$ cat config.mk
export PLATFORM = sky130hd
export DESIGN_NAME = icache_ctrl
export DESIGN_NICKNAME = d
export VERILOG_FILES = /design/src/logic/icache_pkg.sv /design/src/logic/icache_ctrl.sv
export SDC_FILE = /design/constraint.sdc
export NUM_CORES = 1
export LEC_CHECK = 0
export BUFFER_PORTS_ARGS = -buffer_cell sky130_fd_sc_hd__buf_4
export CAP_MARGIN = 25
export CORE_AREA = 2 2 144 146
export CTS_CLUSTER_DIAMETER = 150
export DETAILED_ROUTE_END_ITERATION = 10
export DIE_AREA = 0 0 146 148
export GPL_ROUTABILITY_DRIVEN = 0
export GPL_TIMING_DRIVEN = 1
export HOLD_SLACK_MARGIN = 0.02
export PLACE_DENSITY = 0.63
export SLEW_MARGIN = 20
export SYNTH_ARGS = -nofsm -noshare
export SYNTH_HDL_FRONTEND = slang
export SYNTH_SLANG_ARGS = --single-unit
$ cat constraint.sdc
create_clock -name clk -period 7.58 [get_ports clk]
set_input_delay 0.758 -clock clk [delete_from_list [all_inputs] [get_ports clk]]
set_output_delay 0.758 -clock clk [all_outputs]
set_load 0.02 [all_outputs]
$ cat src/logic/icache_pkg.sv
/*
  shared geometry and types for the read-only instruction cache
  fixed at 2 ways x 64 sets x 16-byte lines on 32-bit addresses
  changing the geometry means revisiting the field positions below
*/
`default_nettype none

package icache_pkg;

  localparam int NUM_WAYS     = 2;
  localparam int NUM_SETS     = 64;
  localparam int WORD_W       = 64;   // fetch word and memory beat

  // address field positions
  localparam int TAG_LSB      = 10;
  localparam int INDEX_LSB    = 4;
  localparam int WORD_SEL_BIT = 3;    // picks low/high half of a line

  typedef logic [31:0]                  addr_t;
  typedef logic [31:TAG_LSB]            tag_t;
  typedef logic [TAG_LSB-INDEX_LSB-1:0] index_t;
  typedef logic [WORD_W-1:0]            word_t;
  typedef logic [2*WORD_W-1:0]          line_t;
  typedef logic [$clog2(NUM_WAYS)-1:0]  way_t;

  // controller FSM
  typedef enum logic [2:0] {
    IDLE,
    LOOKUP,   // ways hold the read, hit is valid
    MEM_AR,   // line request waiting for memory
    MEM_R,    // taking the two beats
    RESP      // response held until consumed
  } ctrl_state_e;

endpackage

`default_nettype wire

$ cat src/logic/icache_ctrl.sv
/*
  request/refill FSM for the instruction cache
  one request outstanding at a time with req_ready_o only in IDLE
  a miss fetches the whole line as two beats with the low word first
  victim way comes from a free-running counter rather than LRU
*/
`timescale 1ns/1ps
`default_nettype none

module icache_ctrl import icache_pkg::*; (
  input  wire logic   clk,
  input  wire logic   rst,
  // fetch side
  input  wire logic   req_valid_i,
  output logic        req_ready_o,
  input  wire addr_t  req_addr_i,
  output logic        rsp_valid_o,
  input  wire logic   rsp_ready_i,
  output word_t       rsp_data_o,
  // memory side
  output logic        mem_ar_valid_o,
  input  wire logic   mem_ar_ready_i,
  output addr_t       mem_ar_addr_o,
  input  wire logic   mem_r_valid_i,
  output logic        mem_r_ready_o,
  input  wire word_t  mem_r_data_i,
  // to the ways
  output index_t      lookup_index_o,
  output tag_t        lookup_tag_o,
  output logic        rd_en_o,
  output logic [NUM_WAYS-1:0] fill_en_o,
  output logic        fill_beat_o,
  output word_t       fill_data_o,
  output logic        fill_done_o,
  // from the way selector
  input  wire logic   any_hit_i,
  input  wire word_t  sel_word_i,
  output logic        word_sel_o
);

  ctrl_state_e state, state_nxt;

  addr_t addr_q;      // captured request
  way_t  repl_cnt;
  way_t  victim_q;
  way_t  victim;
  logic  beat_q;      // 0 = low half expected next
  word_t rsp_data_q;

  logic req_fire;
  logic lookup_miss;
  logic beat_take;
  logic fill_fire;

  logic [1:0] burst_beats;  // beats since the line request

  assign req_fire    = req_valid_i && req_ready_o;
  assign lookup_miss = (state == LOOKUP) && !any_hit_i;
  assign beat_take   = mem_r_valid_i && mem_r_ready_o;
  assign fill_fire   = lookup_miss || beat_take;

  always_comb begin
    state_nxt = state;
    case (state)
      IDLE:    if (req_fire) state_nxt = LOOKUP;
      LOOKUP:  state_nxt = any_hit_i ? RESP : MEM_AR;
      MEM_AR:  if (mem_ar_ready_i) state_nxt = MEM_R;
      MEM_R:   if (beat_take && beat_q) state_nxt = RESP;
      RESP:    if (rsp_ready_i) state_nxt = IDLE;
      default: state_nxt = IDLE;
    endcase
  end

  always_ff @(posedge clk) begin
    if (rst) begin
      state    <= IDLE;
      repl_cnt <= '0;
      beat_q   <= 1'b0;
    end else begin
      state    <= state_nxt;
      repl_cnt <= repl_cnt + 1'b1;  // free-running
      if (beat_take) beat_q <= ~beat_q;
    end
  end

  always_ff @(posedge clk) begin
    if (req_fire) addr_q <= req_addr_i;
    if (lookup_miss) victim_q <= repl_cnt;
    if ((state == LOOKUP) && any_hit_i) rsp_data_q <= sel_word_i;
    // keep only the beat that matches the requested half
    if (beat_take && (beat_q == addr_q[WORD_SEL_BIT])) rsp_data_q <= mem_r_data_i;
  end

  // in IDLE the ways look at the incoming address and afterwards at the held one
  assign lookup_index_o = (state == IDLE) ? req_addr_i[TAG_LSB-1:INDEX_LSB]
                                          : addr_q[TAG_LSB-1:INDEX_LSB];
  assign lookup_tag_o   = (state == IDLE) ? req_addr_i[31:TAG_LSB] : addr_q[31:TAG_LSB];
  assign rd_en_o        = req_fire;
  assign word_sel_o     = addr_q[WORD_SEL_BIT];

  assign victim = (state == LOOKUP) ? repl_cnt : victim_q;

  always_comb begin
    for (int w = 0; w < NUM_WAYS; w++) begin
      fill_en_o[w] = fill_fire && (victim == way_t'(w));
    end
  end

  assign fill_beat_o = beat_q;       // low in LOOKUP too
  assign fill_data_o = mem_r_data_i;
  assign fill_done_o = beat_take && beat_q;

  assign req_ready_o    = (state == IDLE);
  assign rsp_valid_o    = (state == RESP);
  assign rsp_data_o     = rsp_data_q;
  assign mem_ar_valid_o = (state == MEM_AR);
  assign mem_ar_addr_o  = {addr_q[31:INDEX_LSB], {INDEX_LSB{1'b0}}};  // line aligned
  assign mem_r_ready_o  = (state == MEM_R);

  always_ff @(posedge clk) begin
    if (rst || (mem_ar_valid_o && mem_ar_ready_i)) begin
      burst_beats <= '0;
    end else if (beat_take) begin
      burst_beats <= burst_beats + 1'b1;
    end
  end

  // line request holds until memory takes it
  ar_hold_a: assert property (@(posedge clk) disable iff (rst)
    mem_ar_valid_o && !mem_ar_ready_i |=> mem_ar_valid_o && $stable(mem_ar_addr_o));

  // never more than two beats per line request
  two_beats_a: assert property (@(posedge clk) disable iff (rst)
    beat_take |-> burst_beats < 2'd2);

endmodule

`default_nettype wire

==> run_summary.xml, run 1 <==
<?xml version="1.0" encoding="UTF-8"?>
<metrics>
  <group name="route">
    <metric name="post-route-drc-count" unit="">0</metric>
    <metric name="detail_route.wirelength" unit="µm">14600</metric>
    <metric name="detail_route.iter0.violations" unit="">91</metric>
    <metric name="drt.antenna.violating_nets" unit="">0</metric>
    <metric name="drtPass1Iterations" unit="">3</metric>
    <metric name="routedWlPerCell" unit="µm">16.6</metric>
    <metric name="post_drt_via_cell_ratio" unit="">4.11</metric>
    <metric name="vias" unit="">3621</metric>
  </group>
  <group name="worst_setup_path">
    <metric name="worstPathCellList" unit="">nor3_2 -&gt; buf_4 -&gt; and2_1 -&gt; buf_4 -&gt; buf_4</metric>
    <metric name="crit-reg2reg-launch" unit="">state[1]$_SDFFE_PP0P_</metric>
    <metric name="critical_path.endpoint_type" unit="">output pin</metric>
    <metric name="crit_fanout" unit="">30</metric>
    <metric name="crit_path_top_delay_cell" unit="">sky130_fd_sc_hd__dfxtp_1</metric>
    <metric name="timing.critical_path.mode_cell" unit="">sky130_fd_sc_hd__buf_4</metric>
    <metric name="critical_path_arrival" unit="ns">2.17</metric>
    <metric name="setup.worst_path.start_class" unit="">register</metric>
    <metric name="max_stage_delay" unit="ns">0.51</metric>
    <metric name="crit_type" unit="">reg2out</metric>
    <metric name="data_required_critical_path" unit="ns">6.82</metric>
    <metric name="critical_path_start" unit="">state[1]$_SDFFE_PP0P_</metric>
  </group>
  <group name="layout">
    <metric name="postLayoutCellArea" unit="mm²">0.00783</metric>
    <metric name="flow.area_growth_from_synthesis" unit="%">52.3</metric>
    <metric name="share_of_layout_cells_above_drive_strength_1" unit="">0.775</metric>
    <metric name="fillCellCount" unit="">1920</metric>
    <metric name="multiInputGateArea" unit="mm²">0.00158</metric>
    <metric name="antenna-diode-count" unit="">0</metric>
    <metric name="area.sequential" unit="mm²">0.00292</metric>
    <metric name="layout.nets" unit="">774</metric>
  </group>
  <group name="outcome">
    <metric name="status" unit="">finished clean</metric>
  </group>
  <group name="logic_synthesis">
    <metric name="syn_area" unit="mm²">0.00514</metric>
    <metric name="synth.most_common_cell" unit="">sky130_fd_sc_hd__edfxtp_1</metric>
    <metric name="synth_top_area_cell" unit="">sky130_fd_sc_hd__edfxtp_1</metric>
    <metric name="post_synth_main_area_contributors" unit="">sky130_fd_sc_hd__edfxtp_1, sky130_fd_sc_hd__mux2_4, sky130_fd_sc_hd__buf_4</metric>
    <metric name="yosys_warnings" unit="">0</metric>
    <metric name="ranking_of_synthesized_cells_by_instance_count" unit="">sky130_fd_sc_hd__edfxtp_1, sky130_fd_sc_hd__buf_4, sky130_fd_sc_hd__mux2_4, sky130_fd_sc_hd__mux2_2, sky130_fd_sc_hd__nor2_1</metric>
    <metric name="post_synth_inst_count" unit="">312</metric>
    <metric name="ys_async_sr_fraction" unit="">0</metric>
    <metric name="syn-mean-instance-area" unit="µm²">16.5</metric>
    <metric name="synth_sequential_area_ratio" unit="">0.568</metric>
    <metric name="netlist-cell-type-count" unit="">32</metric>
    <metric name="yosysTopAreaCellShare" unit="">0.549</metric>
    <metric name="number_of_synthesized_flops_with_an_enable_pin" unit="">94</metric>
    <metric name="synth_seq_cells" unit="">99</metric>
    <metric name="synthFlopType" unit="">sky130_fd_sc_hd__edfxtp_1</metric>
  </group>
  <group name="pwr">
    <metric name="power.switching_fraction" unit="">0.305</metric>
    <metric name="pwr-share-clk" unit="">0.258</metric>
    <metric name="seq_power_share" unit="">0.418</metric>
    <metric name="leakagePower" unit="nW">3.47</metric>
    <metric name="total_switching_power" unit="mW">0.502</metric>
    <metric name="internal_power" unit="mW">1.15</metric>
    <metric name="worst_vdd_drop" unit="µV">87.4</metric>
    <metric name="power_frac_comb" unit="">0.324</metric>
    <metric name="power_density_relative_to_cell_area" unit="mW/mm²">210</metric>
  </group>
  <group name="clock_tree">
    <metric name="cts_post_setup_buffers_inserted" unit="">0</metric>
    <metric name="clock_pin_slew_on_the_worst_setup_and_hold_paths" unit="ns">0.07</metric>
    <metric name="holdBufCountCts" unit="">0</metric>
    <metric name="cts_resized" unit="">0</metric>
    <metric name="cts_root_buf" unit="">sky130_fd_sc_hd__clkbuf_16</metric>
    <metric name="tritoncts_num_sinks" unit="">99</metric>
    <metric name="insertion_delay" unit="ns">0.34</metric>
    <metric name="clock_tree.htree_level_count" unit="">3</metric>
    <metric name="num_cts_buffers" unit="">9</metric>
    <metric name="tritoncts_clock_tree" unit="">done</metric>
    <metric name="ctsLongestPathBuffers" unit="">2</metric>
  </group>
  <group name="die">
    <metric name="start_util" unit="">0.257</metric>
    <metric name="core_area" unit="mm²">0.0200</metric>
    <metric name="rows" unit="">52</metric>
    <metric name="num_io_pins" unit="">365</metric>
    <metric name="die_area" unit="mm²">0.0216</metric>
    <metric name="vert_die_dim" unit="µm">148</metric>
    <metric name="dieWidth" unit="µm">146</metric>
  </group>
  <group name="global_route">
    <metric name="via_count_of_the_first_global_routing_pass" unit="">3829</metric>
    <metric name="grt_pass1_wl" unit="µm">21500</metric>
    <metric name="grt_start_max_net_pins" unit="">53</metric>
    <metric name="grt.total_usage" unit="">0.128</metric>
    <metric name="gr-total-overflow" unit="">0</metric>
    <metric name="initial_antenna_violation_count" unit="">0</metric>
  </group>
  <group name="sta">
    <metric name="final.period_utilization" unit="">0.387</metric>
    <metric name="worst_slew_margin_rel" unit="">0.370</metric>
    <metric name="clock_skew" unit="ns">0.0135</metric>
    <metric name="tightestPinTransition" unit="ns">0.945</metric>
    <metric name="setup_violators_final" unit="">0</metric>
    <metric name="setup_tns" unit="ns">0</metric>
    <metric name="minimum_clock_period" unit="ns">2.93</metric>
    <metric name="max_freq" unit="GHz">0.341</metric>
    <metric name="timing_max_transition_violations_final" unit="">0</metric>
    <metric name="rsz_0062_raised_after_global_routing" unit="">false</metric>
    <metric name="final_hold_violating_endpoints" unit="">0</metric>
  </group>
  <group name="place">
    <metric name="dp_hpwl" unit="µm">11800</metric>
    <metric name="placement.cell_area" unit="mm²">0.00757</metric>
    <metric name="port-buffer-count" unit="">357</metric>
  </group>
  <group name="hold_path">
    <metric name="worstHoldPathType" unit="">reg2reg</metric>
    <metric name="hp-start" unit="">repl_cnt$_SDFF_PP0_</metric>
  </group>
  <group name="flow_run">
    <metric name="maxCapViolCount" unit="">0</metric>
  </group>
</metrics>
## placed cells by master (no fill, tap or decap), types with 3 or more instances in the layout
cell                         instances
sky130_fd_sc_hd__buf_4             362
sky130_fd_sc_hd__clkbuf_1            3
sky130_fd_sc_hd__clkbuf_16           9
sky130_fd_sc_hd__clkinvlp_4          3
sky130_fd_sc_hd__conb_1              4
sky130_fd_sc_hd__dfxtp_1             5
sky130_fd_sc_hd__edfxtp_1           94
sky130_fd_sc_hd__inv_1               3
sky130_fd_sc_hd__mux2_2             33
sky130_fd_sc_hd__mux2_4             60
sky130_fd_sc_hd__nand2_1             3
sky130_fd_sc_hd__nor2_1              7
sky130_fd_sc_hd__nor3_1              3
## worst max-delay path: cells and delay by family (launching register included)
kind / cells / cell delay [ns]
DFF: 1 / 0.51
buffers and inverters: 3 / 0.91
and+or+nand+nor: 2 / 0.40
## path summary, 6_finish.rpt
path / cells past startpoint / slack, ns / to
setup / recovery: 5 / 4.65 / rd_en_o
hold / removal: 1 / 0.48 / repl_cnt$_SDFF_PP0_
setup reg to reg: 4 / 4.71 / rsp_data_o[54]$_DFFE_PP_
hold reg to reg: 1 / 0.48 / repl_cnt$_SDFF_PP0_
## registers in the layout, summed over array words and instances, names as in the netlist
name / count
fill_beat_o: 1
state: 3
rsp_data_o: 64
repl_cnt: 1
addr_q: 29
victim_q: 1
## logic make-up (layout without fill, tap and decap cells)
group                     after synthesis  count (layout)  synth area share
and+or+nand+nor                        22              22            0.0277
xor gates and xnor gates                2               2           0.00487
AOI/OAI and AO/OA                       9               9            0.0156
muxes                                  95              95             0.251
DFF                                    99              99             0.568
other                                   1               4          0.000729
buffers and inverters                  84             381             0.131
## stage by stage
step                hold WS [ns]  setup slack, ns  utilization  power [mW]  cells
detailed placement         0.456             4.61        0.378        1.24    866
finish                     0.477             4.65        0.391        1.65    882
global route               0.500             4.47        0.391        1.72    882
CTS                        0.473             4.60        0.391        1.67    882
floorplan                  0.422             1.36            -        1.01    315
global placement           0.430             4.64        0.378        1.23    866
## power by group through the flow
stage               sequential (mW)  clock [mW]  combinational, mW
finish                        0.689       0.425              0.534
global route                  0.695       0.464              0.564
CTS                           0.690       0.444              0.540
detailed placement            0.702           0              0.539
global placement              0.699           0              0.534
floorplan                     0.752           0              0.257
## area by class of cell
type / count / share of cell area
well taps: 270 / 0.0431
clock inverters: 4 / 0.00351
inverters: 3 / 0.00144
flip-flops and latches: 99 / 0.373
multi-input cells: 132 / 0.202
repair buffers: 362 / 0.347
clock buffers: 12 / 0.0302
## metal layers
metal,vias to the layer above,part of all wire,GRT usage
met5,-,0,0
met4,0,0.013,0.0369
met3,10,0.091,0.0472
met2,213,0.51,0.229
met1,1725,0.39,0.144
li1,1673,-,-
Power figures use the tool's default switching activity.
==> run 2: changes to the inputs <==
--- a/config.mk
+++ b/config.mk
@@ -7,14 +7,14 @@
 export LEC_CHECK = 0
 export BUFFER_PORTS_ARGS = -buffer_cell sky130_fd_sc_hd__buf_4
 export CAP_MARGIN = 25
-export CORE_AREA = 2 2 144 146
+export CORE_AREA = 2 2 142 144
 export CTS_CLUSTER_DIAMETER = 150
 export DETAILED_ROUTE_END_ITERATION = 10
-export DIE_AREA = 0 0 146 148
+export DIE_AREA = 0 0 144 146
 export GPL_ROUTABILITY_DRIVEN = 0
 export GPL_TIMING_DRIVEN = 1
 export HOLD_SLACK_MARGIN = 0.02
-export PLACE_DENSITY = 0.63
+export PLACE_DENSITY = 0.66
 export SLEW_MARGIN = 20
 export SYNTH_ARGS = -nofsm -noshare
 export SYNTH_HDL_FRONTEND = slang
==> constraint.sdc (replaced) <==
create_clock -name clk -period 2.5 [get_ports clk]
set_input_delay 0.25 -clock clk [delete_from_list [all_inputs] [get_ports clk]]
set_output_delay 0.25 -clock clk [all_outputs]
set_load 0.02 [all_outputs]
==> run 2 against run 1 <==
- cell area rose by 1.2%
- sequential cell count did not move
- worst hold slack got worse by 0.41 ns
- wire length rose by 1.6%
- combinational power rose to 3.1 times the previous value
- register-to-register slack got worse by 4.2 ns
- critical path depth fell by 1
- die area fell by 2.7%
- critical endpoint is now lookup_index_o[5]
- largest power group unchanged
==> run_summary.xml, run 2 (synthesis gave the netlist of run 1 again) <==
<?xml version="1.0" encoding="UTF-8"?>
<metrics>
  <group name="route">
    <metric name="detail_route.iter0.violations" unit="">134</metric>
    <metric name="vias" unit="">3653</metric>
    <metric name="post_drt_via_cell_ratio" unit="">4.14</metric>
    <metric name="detail_route.wirelength" unit="µm">14800</metric>
    <metric name="routedWlPerCell" unit="µm">16.8</metric>
    <metric name="drt.antenna.violating_nets" unit="">0</metric>
    <metric name="drtPass1Iterations" unit="">4</metric>
    <metric name="post-route-drc-count" unit="">0</metric>
  </group>
  <group name="place">
    <metric name="dp_hpwl" unit="µm">12100</metric>
    <metric name="port-buffer-count" unit="">357</metric>
    <metric name="placed_cells" unit="">866</metric>
  </group>
  <group name="pwr">
    <metric name="internal_power" unit="mW">3.50</metric>
    <metric name="total_switching_power" unit="mW">1.57</metric>
    <metric name="seq_power_share" unit="">0.412</metric>
    <metric name="power.switching_fraction" unit="">0.309</metric>
    <metric name="total_chip_power" unit="mW">5.06</metric>
    <metric name="leakagePower" unit="nW">3.52</metric>
    <metric name="power_density_relative_to_cell_area" unit="mW/mm²">639</metric>
    <metric name="pwr-share-clk" unit="">0.261</metric>
    <metric name="power_frac_comb" unit="">0.327</metric>
    <metric name="worst_vdd_drop" unit="µV">304</metric>
  </group>
  <group name="clock_tree">
    <metric name="cts_post_setup_buffers_inserted" unit="">0</metric>
    <metric name="num_cts_buffers" unit="">9</metric>
    <metric name="insertion_delay" unit="ns">0.36</metric>
    <metric name="ctsLongestPathBuffers" unit="">2</metric>
    <metric name="clock_tree.htree_level_count" unit="">3</metric>
    <metric name="holdBufCountCts" unit="">0</metric>
    <metric name="tritoncts_clock_tree" unit="">done</metric>
    <metric name="cts_root_buf" unit="">sky130_fd_sc_hd__clkbuf_16</metric>
    <metric name="clock_pin_slew_on_the_worst_setup_and_hold_paths" unit="ns">0.07</metric>
    <metric name="tritoncts_num_sinks" unit="">99</metric>
    <metric name="cts_resized" unit="">0</metric>
  </group>
  <group name="worst_setup_path">
    <metric name="data_required_critical_path" unit="ns">2.25</metric>
    <metric name="worstPathCellList" unit="">nor3_2 -&gt; buf_4 -&gt; mux2_2 -&gt; buf_4</metric>
    <metric name="max_stage_delay" unit="ns">0.43</metric>
    <metric name="critical_path_arrival" unit="ns">1.94</metric>
    <metric name="crit_type" unit="">reg2out</metric>
    <metric name="timing.critical_path.mode_cell" unit="">sky130_fd_sc_hd__buf_4</metric>
    <metric name="crit_fanout" unit="">29</metric>
    <metric name="crit_path_top_delay_cell" unit="">sky130_fd_sc_hd__dfxtp_1</metric>
    <metric name="setup.worst_path.start_class" unit="">register</metric>
    <metric name="critical_path.endpoint_type" unit="">output pin</metric>
  </group>
  <group name="layout">
    <metric name="post-route-util" unit="">0.410</metric>
    <metric name="flow.area_growth_from_synthesis" unit="%">54.2</metric>
    <metric name="share_of_layout_cells_above_drive_strength_1" unit="">0.783</metric>
    <metric name="layoutNonFillerInstCount" unit="">882</metric>
    <metric name="final_common_cell" unit="">sky130_fd_sc_hd__buf_4</metric>
    <metric name="layout.nets" unit="">779</metric>
    <metric name="number_of_flip_flops_under_the_largest_register_name" unit="">64</metric>
    <metric name="commonest_cells_after_routing_fill_and_taps_aside" unit="">sky130_fd_sc_hd__buf_4, sky130_fd_sc_hd__edfxtp_1, sky130_fd_sc_hd__mux2_4</metric>
    <metric name="antenna-diode-count" unit="">0</metric>
    <metric name="fillCellCount" unit="">1862</metric>
  </group>
  <group name="sta">
    <metric name="setup_violators_final" unit="">0</metric>
    <metric name="setup_tns" unit="ns">0</metric>
    <metric name="clock_skew" unit="ns">0.0112</metric>
    <metric name="minimum_clock_period" unit="ns">2.19</metric>
    <metric name="final_hold_violating_endpoints" unit="">0</metric>
    <metric name="max_freq" unit="GHz">0.457</metric>
    <metric name="rsz_0062_raised_after_global_routing" unit="">false</metric>
    <metric name="final.period_utilization" unit="">0.875</metric>
    <metric name="timing_max_transition_violations_final" unit="">0</metric>
  </group>
  <group name="die">
    <metric name="vert_die_dim" unit="µm">146</metric>
    <metric name="num_io_pins" unit="">365</metric>
    <metric name="core_area" unit="mm²">0.0193</metric>
    <metric name="rows" unit="">51</metric>
    <metric name="start_util" unit="">0.266</metric>
    <metric name="dieWidth" unit="µm">144</metric>
    <metric name="die_area" unit="mm²">0.0210</metric>
  </group>
  <group name="global_route">
    <metric name="grt_start_max_net_pins" unit="">41</metric>
    <metric name="grt.total_usage" unit="">0.134</metric>
    <metric name="via_count_of_the_first_global_routing_pass" unit="">3716</metric>
    <metric name="initial_antenna_violation_count" unit="">0</metric>
    <metric name="gr-total-overflow" unit="">0</metric>
    <metric name="grt_pass1_wl" unit="µm">20800</metric>
  </group>
  <group name="outcome">
    <metric name="status" unit="">finished clean</metric>
  </group>
  <group name="flow_run">
    <metric name="maxCapViolCount" unit="">0</metric>
  </group>
  <group name="hold_path">
    <metric name="worstHoldPathType" unit="">in2reg</metric>
  </group>
</metrics>
## run 2: layout make-up
cell class	instances	area (µm²)	area share
Sequential cell	99	2920	0.369
Timing Repair Buffer	367	2810	0.354
Multi-Input combinational cell	132	1590	0.200
Tap cell	265	332	0.0418
Clock buffer	10	229	0.0289
Clock inverter	6	41.3	0.00521
Inverter	3	11.3	0.00142
## run 2: path summary, 6_finish.rpt
path	start	to	slack, ns	depth (start not counted)
worst max-delay path	state[1]$_SDFFE_PP0P_	lookup_index_o[5]	0.31	4
worst min-delay path	req_addr_i[3]	addr_q[3]$_DFFE_PP_	0.07	1
worst max register to register	state[1]$_SDFFE_PP0P_	rsp_data_o[55]$_DFFE_PP_	0.48	4
worst min register to register	repl_cnt$_SDFF_PP0_	repl_cnt$_SDFF_PP0_	0.47	1
## run 2: power groups by stage
stage                     logic, mW  registers [mW]  clock network, mW
final                          1.66            2.09               1.32
after global routing           1.75            2.10               1.44
after CTS                      1.68            2.09               1.38
after detailed placement       1.67            2.12                  0
after global placement         1.66            2.12                  0
after floorplan               0.800            2.27                  0
## run 2: worst max-delay path, delay by kind of cell (launching register included)
| family | cells | cell delay, ns |
|---|---|---|
| buffers and inverters | 2 | 0.54 |
| and+or+nand+nor | 1 | 0.21 |
| DFF | 1 | 0.43 |
| muxes | 1 | 0.40 |
## run 2: metal layers
| layer | vias up | GRT usage | share of wire | routed length [µm] |
|---|---|---|---|---|
| met5 | - | 0 | 0 | 0 |
| met4 | 0 | 0.0529 | 0.019 | 282 |
| met3 | 14 | 0.0444 | 0.11 | 1580 |
| met2 | 227 | 0.243 | 0.52 | 7690 |
| met1 | 1736 | 0.141 | 0.36 | 5290 |
| li1 | 1676 | - | - | - |
## run 2: stage by stage
stage / area [µm²] / hold WS, ns / setup slack [ns]
2_1_floorplan: 5190 / 0.317 / -0.117
3_3_place_gp: 7660 / 0.429 / 0.460
3_5_place_dp: 7660 / 0.430 / 0.444
4_1_cts: 7930 / 0.0487 / 0.253
5_1_grt: 7930 / 0.0505 / 0.229
6_report: 7930 / 0.0697 / 0.313
